<file path="src/source/stream_pkg.sv">
package stream_pkg;

	// default width of the stream payload and of the host push and pop words.
	parameter int DEFAULT_DATA_WIDTH = 32;

	// number of beats that make up one packet on the stream.
	parameter int DEFAULT_BURST_LEN = 16;

	// entries in each FIFO. This has to be at least twice the burst length.
	parameter int DEFAULT_FIFO_DEPTH = 32;

	// cycles the master waits after reset before it may send.
	parameter int DEFAULT_START_COUNT = 1;

	// the stream master first counts out its start delay. It then waits in idle
	// until one whole burst sits in its FIFO and sends it.
	typedef enum logic [1:0] {
		mst_start_wait,
		mst_idle,
		mst_send
	} master_state_t;

endpackage

</file>
<file path="src/source/sync_fifo.sv">
`timescale 1ns/1ns

module sync_fifo import stream_pkg::*; #(
	parameter int DATA_WIDTH = DEFAULT_DATA_WIDTH,
	parameter int FIFO_DEPTH = DEFAULT_FIFO_DEPTH
) (
	input  logic                            m00_axis_aclk,
	input  logic                            rst,
	input  logic                            wr_en,
	input  logic [DATA_WIDTH-1:0]           wr_data,
	input  logic                            rd_en,
	output logic [DATA_WIDTH-1:0]           rd_data,
	output logic [$clog2(FIFO_DEPTH+1)-1:0] count,
	output logic                            full,
	output logic                            empty,
	output logic                            error_full,
	output logic                            error_empty
);

	localparam int PTR_W = (FIFO_DEPTH > 1) ? $clog2(FIFO_DEPTH) : 1;
	localparam int CNT_W = $clog2(FIFO_DEPTH + 1);

	logic [DATA_WIDTH-1:0] mem [FIFO_DEPTH];
	logic [PTR_W-1:0]      wr_ptr;
	logic [PTR_W-1:0]      rd_ptr;
	logic                  do_wr;
	logic                  do_rd;

	// pointers wrap at the depth, so the depth need not be a power of two.
	function automatic logic [PTR_W-1:0] next_ptr(input logic [PTR_W-1:0] ptr);
		if (ptr == PTR_W'(FIFO_DEPTH - 1)) begin
			return '0;
		end
		return ptr + 1'b1;
	endfunction

	assign full  = (count == CNT_W'(FIFO_DEPTH));
	assign empty = (count == '0);
	assign do_wr = wr_en && !full;
	assign do_rd = rd_en && !empty;

	always_ff @(posedge m00_axis_aclk) begin
		if (do_wr) begin
			mem[wr_ptr] <= wr_data;
		end
	end

	// the popped word is registered and stays on rd_data until the next pop.
	always_ff @(posedge m00_axis_aclk) begin
		if (rst) begin
			wr_ptr      <= '0;
			rd_ptr      <= '0;
			count       <= '0;
			rd_data     <= '0;
			error_full  <= 1'b0;
			error_empty <= 1'b0;
		end else begin
			if (do_wr) begin
				wr_ptr <= next_ptr(wr_ptr);
			end
			if (do_rd) begin
				rd_ptr  <= next_ptr(rd_ptr);
				rd_data <= mem[rd_ptr];
			end
			case ({do_wr, do_rd})
				2'b10: count <= count + 1'b1;
				2'b01: count <= count - 1'b1;
				default: count <= count;
			endcase
			if (wr_en && full) begin
				error_full <= 1'b1;
			end
			if (rd_en && empty) begin
				error_empty <= 1'b1;
			end
		end
	end

endmodule

</file>
<file path="src/source/axis_burst_master.sv">
`timescale 1ns/1ns

module axis_burst_master import stream_pkg::*; #(
	parameter int DATA_WIDTH  = DEFAULT_DATA_WIDTH,
	parameter int BURST_LEN   = DEFAULT_BURST_LEN,
	parameter int FIFO_DEPTH  = DEFAULT_FIFO_DEPTH,
	parameter int START_COUNT = DEFAULT_START_COUNT
) (
	input  logic                      m00_axis_aclk,
	input  logic                      rst,
	input  logic                      wen,
	input  logic [DATA_WIDTH-1:0]     wdata,
	input  logic                      m00_axis_tready,
	output logic                      error_full,
	output logic                      error_empty,
	output logic                      m00_axis_tvalid,
	output logic [DATA_WIDTH-1:0]     m00_axis_tdata,
	output logic [DATA_WIDTH/8-1:0]   m00_axis_tstrb,
	output logic                      m00_axis_tlast
);

	localparam int CNT_W   = $clog2(FIFO_DEPTH + 1);
	localparam int BEAT_W  = (BURST_LEN > 1) ? $clog2(BURST_LEN) : 1;
	localparam int START_W = (START_COUNT > 1) ? $clog2(START_COUNT) : 1;

	master_state_t      state;
	logic [START_W-1:0] start_cnt;
	logic [BEAT_W-1:0]  beat_cnt;
	logic [CNT_W-1:0]   tx_count;
	logic               burst_avail;
	logic               beat_done;
	logic               last_beat;
	logic               fifo_rd;

	assign burst_avail = (tx_count >= CNT_W'(BURST_LEN));
	assign last_beat   = (beat_cnt == BEAT_W'(BURST_LEN - 1));
	assign beat_done   = m00_axis_tvalid && m00_axis_tready;

	// the first word is popped on the edge that enters mst_send, and each
	// accepted beat but the last pops the next one. The FIFO read register
	// therefore always holds the beat on offer and keeps it under back-pressure.
	assign fifo_rd = ((state == mst_idle) && burst_avail) || (beat_done && !last_beat);

	assign m00_axis_tvalid = (state == mst_send);
	assign m00_axis_tlast  = (state == mst_send) && last_beat;
	assign m00_axis_tstrb  = '1;

	sync_fifo #(
		.DATA_WIDTH(DATA_WIDTH),
		.FIFO_DEPTH(FIFO_DEPTH)
	) tx_fifo (
		.m00_axis_aclk(m00_axis_aclk),
		.rst(rst),
		.wr_en(wen),
		.wr_data(wdata),
		.rd_en(fifo_rd),
		.rd_data(m00_axis_tdata),
		.count(tx_count),
		.full(),
		.empty(),
		.error_full(error_full),
		.error_empty(error_empty)
	);

	always_ff @(posedge m00_axis_aclk) begin
		if (rst) begin
			state     <= mst_start_wait;
			start_cnt <= '0;
			beat_cnt  <= '0;
		end else begin
			case (state)
				mst_start_wait: begin
					if (start_cnt == START_W'(START_COUNT - 1)) begin
						state <= mst_idle;
					end else begin
						start_cnt <= start_cnt + 1'b1;
					end
				end
				mst_idle: begin
					beat_cnt <= '0;
					if (burst_avail) begin
						state <= mst_send;
					end
				end
				mst_send: begin
					if (beat_done) begin
						if (last_beat) begin
							state    <= mst_idle;
							beat_cnt <= '0;
						end else begin
							beat_cnt <= beat_cnt + 1'b1;
						end
					end
				end
				default: state <= mst_idle;
			endcase
		end
	end

endmodule

</file>
<file path="src/source/axis_burst_slave.sv">
`timescale 1ns/1ns

module axis_burst_slave import stream_pkg::*; #(
	parameter int DATA_WIDTH = DEFAULT_DATA_WIDTH,
	parameter int BURST_LEN  = DEFAULT_BURST_LEN,
	parameter int FIFO_DEPTH = DEFAULT_FIFO_DEPTH
) (
	input  logic                    m00_axis_aclk,
	input  logic                    rst,
	input  logic                    ren,
	input  logic                    m00_axis_tvalid,
	input  logic [DATA_WIDTH-1:0]   m00_axis_tdata,
	input  logic [DATA_WIDTH/8-1:0] m00_axis_tstrb,
	input  logic                    m00_axis_tlast,
	output logic [DATA_WIDTH-1:0]   rdata,
	output logic                    r_ready,
	output logic                    error_full,
	output logic                    error_empty,
	output logic                    error_framing,
	output logic                    m00_axis_tready
);

	localparam int CNT_W  = $clog2(FIFO_DEPTH + 1);
	localparam int BEAT_W = (BURST_LEN > 1) ? $clog2(BURST_LEN) : 1;

	logic [DATA_WIDTH-1:0] beat_data;
	logic [BEAT_W-1:0]     beat_pos;
	logic [CNT_W-1:0]      rx_count;
	logic                  fifo_full;
	logic                  accept;
	logic                  burst_end;

	// beats are taken whenever the receive FIFO has room for one more word.
	assign m00_axis_tready = !fifo_full;
	assign accept          = m00_axis_tvalid && m00_axis_tready;
	assign burst_end       = (beat_pos == BEAT_W'(BURST_LEN - 1));
	assign r_ready         = (rx_count >= CNT_W'(BURST_LEN));

	// bytes whose strobe is low are position bytes and are stored as zero.
	always_comb begin
		for (int b = 0; b < DATA_WIDTH / 8; b++) begin
			beat_data[b*8 +: 8] = m00_axis_tstrb[b] ? m00_axis_tdata[b*8 +: 8] : 8'h00;
		end
	end

	sync_fifo #(
		.DATA_WIDTH(DATA_WIDTH),
		.FIFO_DEPTH(FIFO_DEPTH)
	) rx_fifo (
		.m00_axis_aclk(m00_axis_aclk),
		.rst(rst),
		.wr_en(accept),
		.wr_data(beat_data),
		.rd_en(ren),
		.rd_data(rdata),
		.count(rx_count),
		.full(fifo_full),
		.empty(),
		.error_full(error_full),
		.error_empty(error_empty)
	);

	// the position counter runs over every accepted beat, so tlast must land
	// exactly on each BURST_LEN-th beat.
	always_ff @(posedge m00_axis_aclk) begin
		if (rst) begin
			beat_pos      <= '0;
			error_framing <= 1'b0;
		end else if (accept) begin
			if (burst_end) begin
				beat_pos <= '0;
			end else begin
				beat_pos <= beat_pos + 1'b1;
			end
			if (m00_axis_tlast != burst_end) begin
				error_framing <= 1'b1;
			end
		end
	end

endmodule

</file>
<file path="src/source/stream_loop_top.sv">
`timescale 1ns/1ns

module stream_loop_top import stream_pkg::*; #(
	parameter int DATA_WIDTH  = DEFAULT_DATA_WIDTH,
	parameter int BURST_LEN   = DEFAULT_BURST_LEN,
	parameter int FIFO_DEPTH  = DEFAULT_FIFO_DEPTH,
	parameter int START_COUNT = DEFAULT_START_COUNT
) (
	input  logic                  m00_axis_aclk,
	input  logic                  rst,
	input  logic                  wen,
	input  logic [DATA_WIDTH-1:0] wdata,
	output logic                  error_full_tx,
	output logic                  error_empty_tx,
	input  logic                  ren,
	output logic [DATA_WIDTH-1:0] rdata,
	output logic                  r_ready,
	output logic                  error_full_rx,
	output logic                  error_empty_rx,
	output logic                  error_framing
);

	logic                    m00_axis_tvalid;
	logic [DATA_WIDTH-1:0]   m00_axis_tdata;
	logic [DATA_WIDTH/8-1:0] m00_axis_tstrb;
	logic                    m00_axis_tlast;
	logic                    m00_axis_tready;

	axis_burst_master #(
		.DATA_WIDTH(DATA_WIDTH),
		.BURST_LEN(BURST_LEN),
		.FIFO_DEPTH(FIFO_DEPTH),
		.START_COUNT(START_COUNT)
	) master (
		.m00_axis_aclk(m00_axis_aclk),
		.rst(rst),
		.wen(wen),
		.wdata(wdata),
		.m00_axis_tready(m00_axis_tready),
		.error_full(error_full_tx),
		.error_empty(error_empty_tx),
		.m00_axis_tvalid(m00_axis_tvalid),
		.m00_axis_tdata(m00_axis_tdata),
		.m00_axis_tstrb(m00_axis_tstrb),
		.m00_axis_tlast(m00_axis_tlast)
	);

	axis_burst_slave #(
		.DATA_WIDTH(DATA_WIDTH),
		.BURST_LEN(BURST_LEN),
		.FIFO_DEPTH(FIFO_DEPTH)
	) slave (
		.m00_axis_aclk(m00_axis_aclk),
		.rst(rst),
		.ren(ren),
		.m00_axis_tvalid(m00_axis_tvalid),
		.m00_axis_tdata(m00_axis_tdata),
		.m00_axis_tstrb(m00_axis_tstrb),
		.m00_axis_tlast(m00_axis_tlast),
		.rdata(rdata),
		.r_ready(r_ready),
		.error_full(error_full_rx),
		.error_empty(error_empty_rx),
		.error_framing(error_framing),
		.m00_axis_tready(m00_axis_tready)
	);

endmodule

</file>
<file path="config.mk">
export PLATFORM = sky130hd
export DESIGN_NAME = stream_loop_top
export DESIGN_NICKNAME = d
export VERILOG_FILES = /design/src/source/stream_pkg.sv /design/src/source/sync_fifo.sv /design/src/source/axis_burst_master.sv /design/src/source/axis_burst_slave.sv /design/src/source/stream_loop_top.sv
export SDC_FILE = /design/constraint.sdc
export NUM_CORES = 2
export LEC_CHECK = 0
export ABC_AREA = 1
export BUFFER_PORTS_ARGS = -buffer_cell sky130_fd_sc_hd__buf_2
export CAP_MARGIN = 5
export CORE_UTILIZATION = 60
export DETAILED_ROUTE_END_ITERATION = 6
export GPL_ROUTABILITY_DRIVEN = 0
export MAX_ROUTING_LAYER = met4
export PLACE_DENSITY = 0.79
export REMOVE_ABC_BUFFERS = 1
export SLEW_MARGIN = 20
export SYNTH_ARGS = -nofsm -noshare
export SYNTH_HDL_FRONTEND = slang
export SYNTH_HIERARCHICAL = 1
export SYNTH_SLANG_ARGS = --single-unit
</file>
<file path="constraint.sdc">
create_clock -name m00_axis_aclk -period 4.3 [get_ports m00_axis_aclk]
set_input_delay 1.075 -clock m00_axis_aclk [delete_from_list [all_inputs] [get_ports m00_axis_aclk]]
set_output_delay 1.075 -clock m00_axis_aclk [all_outputs]
set_load 0.02 [all_outputs]
</file>
[Yosys cells after proc, flatten, opt, wreduce, memory -nomap -nowiden]
Memories as Yosys holds them, arrays and structs flattened. A register that Yosys moved wholly into a read port is not among the register bits.
Cells that the tools add are included.
Operators by class
  equality and inequality tests: 19
  reduce and logical (&&, ||, !) cells: 27
  order comparisons: 2
  add/subtract/negate cells: 11
  muxes and demuxes: 36
Operators by type and width (number)
  $mux 5: 8
  $pmux 6 s2: 2
  $add 5x1->5 const B: 4
  $eq 5x5->1 const B: 4
  $mux 1: 17
  $add 6x1->6 const B: 2
  $eq 6x6->1 const B: 2
  $ge 6x5->1 const B: 2
  $logic_and 1x1->1: 12
  $logic_not 6->1: 2
  $mux 4: 3
  $sub 6x1->6 const B: 2
  $add 4x1->4 const B: 2
  $eq 4x4->1 const B: 2
  $mux 2: 4
  $pmux 4 s2: 1
  $eq 2x1->1 const B: 3
  $eq 2x2->1 const B: 3
  $ne 2x2->1 const B: 3
  $pmux 2 s3: 1
  $reduce_bool 2->1: 3
  $logic_not 1->1: 5
  $reduce_and 2->1: 2
  $reduce_and 4->1: 1
  other kinds (5): 5
Storage, ports and cells
  memories: 2
  bits of input ports: 36
  output and inout port bits: 38
  word-level logic and storage cells: 112
  register bits after elaboration: 48
  bits in writable memories: 2048
Memories
  master.tx_fifo.mem: depth 32, width 32, read ports 1, clocked after Yosys merged registers in 1, wr ports 1, line sync_fifo.sv:23  | logic [DATA_WIDTH-1:0] mem [FIFO_DEPTH];
  slave.rx_fifo.mem: depth 32, width 32, read ports 1, clocked after Yosys merged registers in 1, wr ports 1, line sync_fifo.sv:23

[Depth between registers and ports, before layout]
  depth after elaboration: 9
  gate-level depth with buffers: 19
  depth with buffers taken out: 18

[Hierarchy]
The synthesis kept the hierarchy.
Modules (own cells, without submodules)
  sync_fifo (master.tx_fifo): sequential area each 31750.5 um^2, cells an instance 3874, instances 1, area each 44027.2 um^2
  sync_fifo (slave.rx_fifo): sequential area each 31750.5 um^2, cells an instance 3872, instances 1, area each 43994.7 um^2
  axis_burst_slave: sequential area each 100.1 um^2, cells an instance 108, instances 1, area each 524.3 um^2
  axis_burst_master: sequential area each 120.1 um^2, cells an instance 53, instances 1, area each 355.3 um^2

[Worst setup path after synthesis]
Ideal clock, no wire load.
  path type: input port to flip-flop
  start: input wen
  end: memory master/tx_fifo/mem[0][0] (netlist bit) (enable)
  required time: 3.879 ns
  stages: 4
  arrival: 2.876 ns
  setup time: 0.421 ns
  buffers on the path: 0
  path slack: 1.003 ns
  path through: nand2_1 > inv_2 > nand2_1 > nor2_1
On the way
  cells in the longest elaborated chain, start to end: 3
RTL lines
  from (decl): line stream_loop_top.sv:11  | input logic wen,
  $logic_and 1x1->1: line sync_fifo.sv:39  | assign do_wr = wr_en && !full;
  $mux 1: line sync_fifo.sv:43  | if (do_wr) begin
  $mux 1 (not written as such): line sync_fifo.sv:44  | mem[wr_ptr] <= wr_data;
  to (decl): line sync_fifo.sv:23
No other way between the ends.

[Worst setup path in the final report]
  start: register slave.rx_fifo.count[0]
  end: memory slave/rx_fifo/mem[23][17] (netlist bit) (enable)
On the way
  cells in the longest elaborated chain, start to end: 6
RTL lines
  from (decl): line sync_fifo.sv:13  | output logic [$clog2(FIFO_DEPTH+1)-1:0] count,
  from (signal assigned): line sync_fifo.sv:66  | 2'b10: count <= count + 1'b1;
  from (signal assigned): line sync_fifo.sv:67  | 2'b01: count <= count - 1'b1;
  from (signal assigned): line sync_fifo.sv:68  | default: count <= count;
  $eq 6x6->1: line sync_fifo.sv:37  | assign full = (count == CNT_W'(FIFO_DEPTH));
  via slave.fifo_full: line axis_burst_slave.sv:29  | logic fifo_full;
  $logic_not 1->1: line axis_burst_slave.sv:34  | assign m00_axis_tready = !fifo_full;
  $logic_and 1x1->1: line axis_burst_slave.sv:35  | assign accept = m00_axis_tvalid && m00_axis_tready;
  via slave.accept: line axis_burst_slave.sv:30  | logic accept;
  $logic_and 1x1->1: line sync_fifo.sv:39
  $mux 1: line sync_fifo.sv:43
  $mux 1 (not written as such): line sync_fifo.sv:44
  to (decl): line sync_fifo.sv:23
The timed path passes the listed nets, and every way through them passes these cells.

==> impl_metrics.json <==
{
  "rsz0062_at_grt": "no",
  "synth_area_mm2": 0.0889,
  "hold-path-endpoint": "slave/error_framing",
  "violations": "DRC",
  "post_cts_buffers": 0,
  "synth_warnings": 6,
  "placementRows": 140,
  "die_h_um": 387,
  "grt_max_degree": 205,
  "skew_ps": 40.3,
  "grt_pass1_wl_mm": 360,
  "cap_violations": 0,
  "whs_path_depth": 2,
  "final_common_cell": "nand2_1",
  "status": "complete, but fails checks",
  "dp_cells": 9604,
  "end_kind": "register",
  "reg2reg_from": "slave/rx_fifo/count[0]",
  "drc": 7,
  "avgSynthCellArea_um2": 11.2,
  "portBuffers": 73,
  "start_util_pct": 60.8,
  "fin_nets": 7957,
  "fin_cells": 9974,
  "insertion_delay_ps": 850,
  "worstRegToRegCells": 9,
  "slew_viol_final": 0,
  "arrival_ps": 3800,
  "holdCritPathClass": "reg2reg",
  "via_count": 61474,
  "power.leakage_uw": 0.0373,
  "ys_seq_area_share_pct": 71.7,
  "ir_worst_vdd_mv": 0.423,
  "final_cell_mix": "2,676 x nand2_1, 2,048 x edfxtp_1, 1,437 x nand3_1",
  "final_layout_size_suffix_gt1_share_pct": 7.97,
  "slowest_stage": "nor2_4",
  "finalHoldViolCount": 0,
  "crit_family": "simple AND/OR/NAND/NOR gates",
  "grt_overflow": 0,
  "htreeDepth": 4,
  "ys_seq_elements": 2159,
  "antenna_found_initial": 4,
  "timing.rr.end": "slave/rx_fifo/mem[23][17]",
  "wl_mm": 243,
  "cts_root_buf": "clkbuf_16",
  "core_area_mm2": 0.146,
  "grtUsageTotal_pct": 33.0,
  "drtIter0Drc": 8875,
  "layout_worst_path_cycle_share_pct": 75.9,
  "clk_pin_slew_worst_paths_ps": 60,
  "hold_ws_ps": 457,
  "die_x_um": 387,
  "fmax_ghz": 0.306,
  "max-slew-margin-rel_pct": 17.5,
  "crit_path_start_kind": "register",
  "path_cells": "inv_1 -> nand3_1 -> nor3_2 -> nor2_4 -> inv_1 -> nor2_2 -> nand2_2 -> nor2_4 -> buf_4",
  "grt_pass1_vias": 59338,
  "fin_util_pct": 66.9,
  "p_total_uw": 54000,
  "synthTopCellsByArea": "edfxtp_1 69%, nand2_1 11%, nand3_1 8.1%",
  "detail-route-antenna-nets": 0,
  "cts_hold_buf": 0,
  "boundaryPins": 74,
  "cts.sinks": 2159,
  "cpPeakStageDelay_ps": 870,
  "cts_resized": 0,
  "wl_per_cell_um": 24.4,
  "syn_inst": 7907,
  "via_per_inst": 6.16,
  "path_buf_inv": 3,
  "dp_hpwl_mm": 136,
  "crit_fanout": 22,
  "cts_buffers": 203,
  "setup_tns_ps": 0,
  "area_delta_synth_final_pct": 10.1,
  "cts_tree": "built",
  "synth_top_area_cell": "edfxtp_1",
  "cp.required_ps": 4840,
  "p_per_area_mw_per_mm2": 552,
  "dr.pass1.iters": 7,
  "tightest_slew_ps": 1240,
  "reg2reg_slack_ps": 1040,
  "worstHoldStart": "slave/error_framing",
  "synth_cell_types": 34,
  "yosysTopAreaCellShare_pct": 69.2,
  "path_class": "reg2reg",
  "setup_viol": 0,
  "clk_path_buf_depth": 3,
  "dieArea_mm2": 0.150,
  "fin_crit_ps": 3260
}
## power by group
group          internal (uW)  switching (uW)  leakage [uW]
sequential             23700             363        0.0200
clock                   9770            7760       0.00318
combinational           3200            9240        0.0142
total                  36700           17400        0.0373
## worst register-to-register path, cell delays in order (launching register included)
cell,delay (ps)
dfxtp_1,410
inv_1,100
nand3_1,150
nor3_2,100
nor2_4,230
inv_1,80
nor2_2,340
nand2_2,380
nor2_4,880
buf_4,320
## layout make-up
class / count / area, um^2
Antenna cell: 2 / 5.00
Clock buffer: 261 / 5420
Clock inverter: 106 / 1060
Fill cell: 9857 / 48400
Inverter: 486 / 1880
Multi-Input combinational cell: 4800 / 21300
Sequential cell: 2159 / 63700
Tap cell: 1917 / 2400
Timing Repair Buffer: 243 / 2110
## worst max-delay path by stage
stage	start	to	slack, ps	depth (start not counted)
global route	slave/rx_fifo/count[0]	slave/rx_fifo/mem[23][5]	880	9
CTS	slave/rx_fifo/count[0]	slave/rx_fifo/mem[22][25]	1090	9
detailed placement	wen	master/tx_fifo/mem[30][15]	890	6
global placement	wen	master/tx_fifo/mem[30][3]	970	6
floorplan	slave/rx_fifo/rd_ptr[0]	slave/rx_fifo/rd_data[0]	-13910	9
finish	slave/rx_fifo/count[0]	slave/rx_fifo/mem[23][17]	1040	9
## state kept, by name, indices dropped and copies added (netlist names), 6 cells and up
name,count
slave/rx_fifo/rd_data,32
slave/rx_fifo/mem,1024
master/tx_fifo/mem,1024
slave/rx_fifo/count,6
master/tx_fifo/rd_data,32
master/tx_fifo/count,6
## layer usage
layer / GRT usage, % / part of all wire (%)
met5: - / 0
met4: 19.6 / 6.8
met3: 5.40 / 12
met2: 52.0 / 48
met1: 40.5 / 34
## logic make-up (layout without fill, tap and decap cells)
| kind of cell | Yosys count | in the layout | synth area share [%] |
|---|---|---|---|
| simple gates | 4569 | 4569 | 21.6 |
| buf+inv | 951 | 1096 | 4.97 |
| xor+xnor | 10 | 10 | 0.0985 |
| flops | 2159 | 2159 | 71.7 |
| compound gates | 189 | 189 | 1.25 |
| fa+ha+maj | 28 | 28 | 0.411 |
| other cells | 1 | 6 | 0.00422 |
## Yosys cell counts, drive strengths merged
master  instances
a21oi          98
a31oi           2
buf           403
clkbuf         62
conb            1
dfxtp         111
edfxtp       2048
fa              2
ha             26
inv           486
nand2        2682
nand3        1438
nand3b          1
nand4          71
nor2          370
nor3            6
o211ai         64
o21ai          25
or2             1
xnor2           4
xor2            6
## per-stage QoR
| stage | cell area (um^2) | setup slack, ps |
|---|---|---|
| final | 97900 | 1040 |
| after global routing | 97900 | 875 |
| after CTS | 97900 | 1090 |
| after detailed placement | 91400 | 886 |
| after global placement | 91400 | 970 |
| after floorplan | 86300 | -13910 |
(Power assumes the default switching activity.)
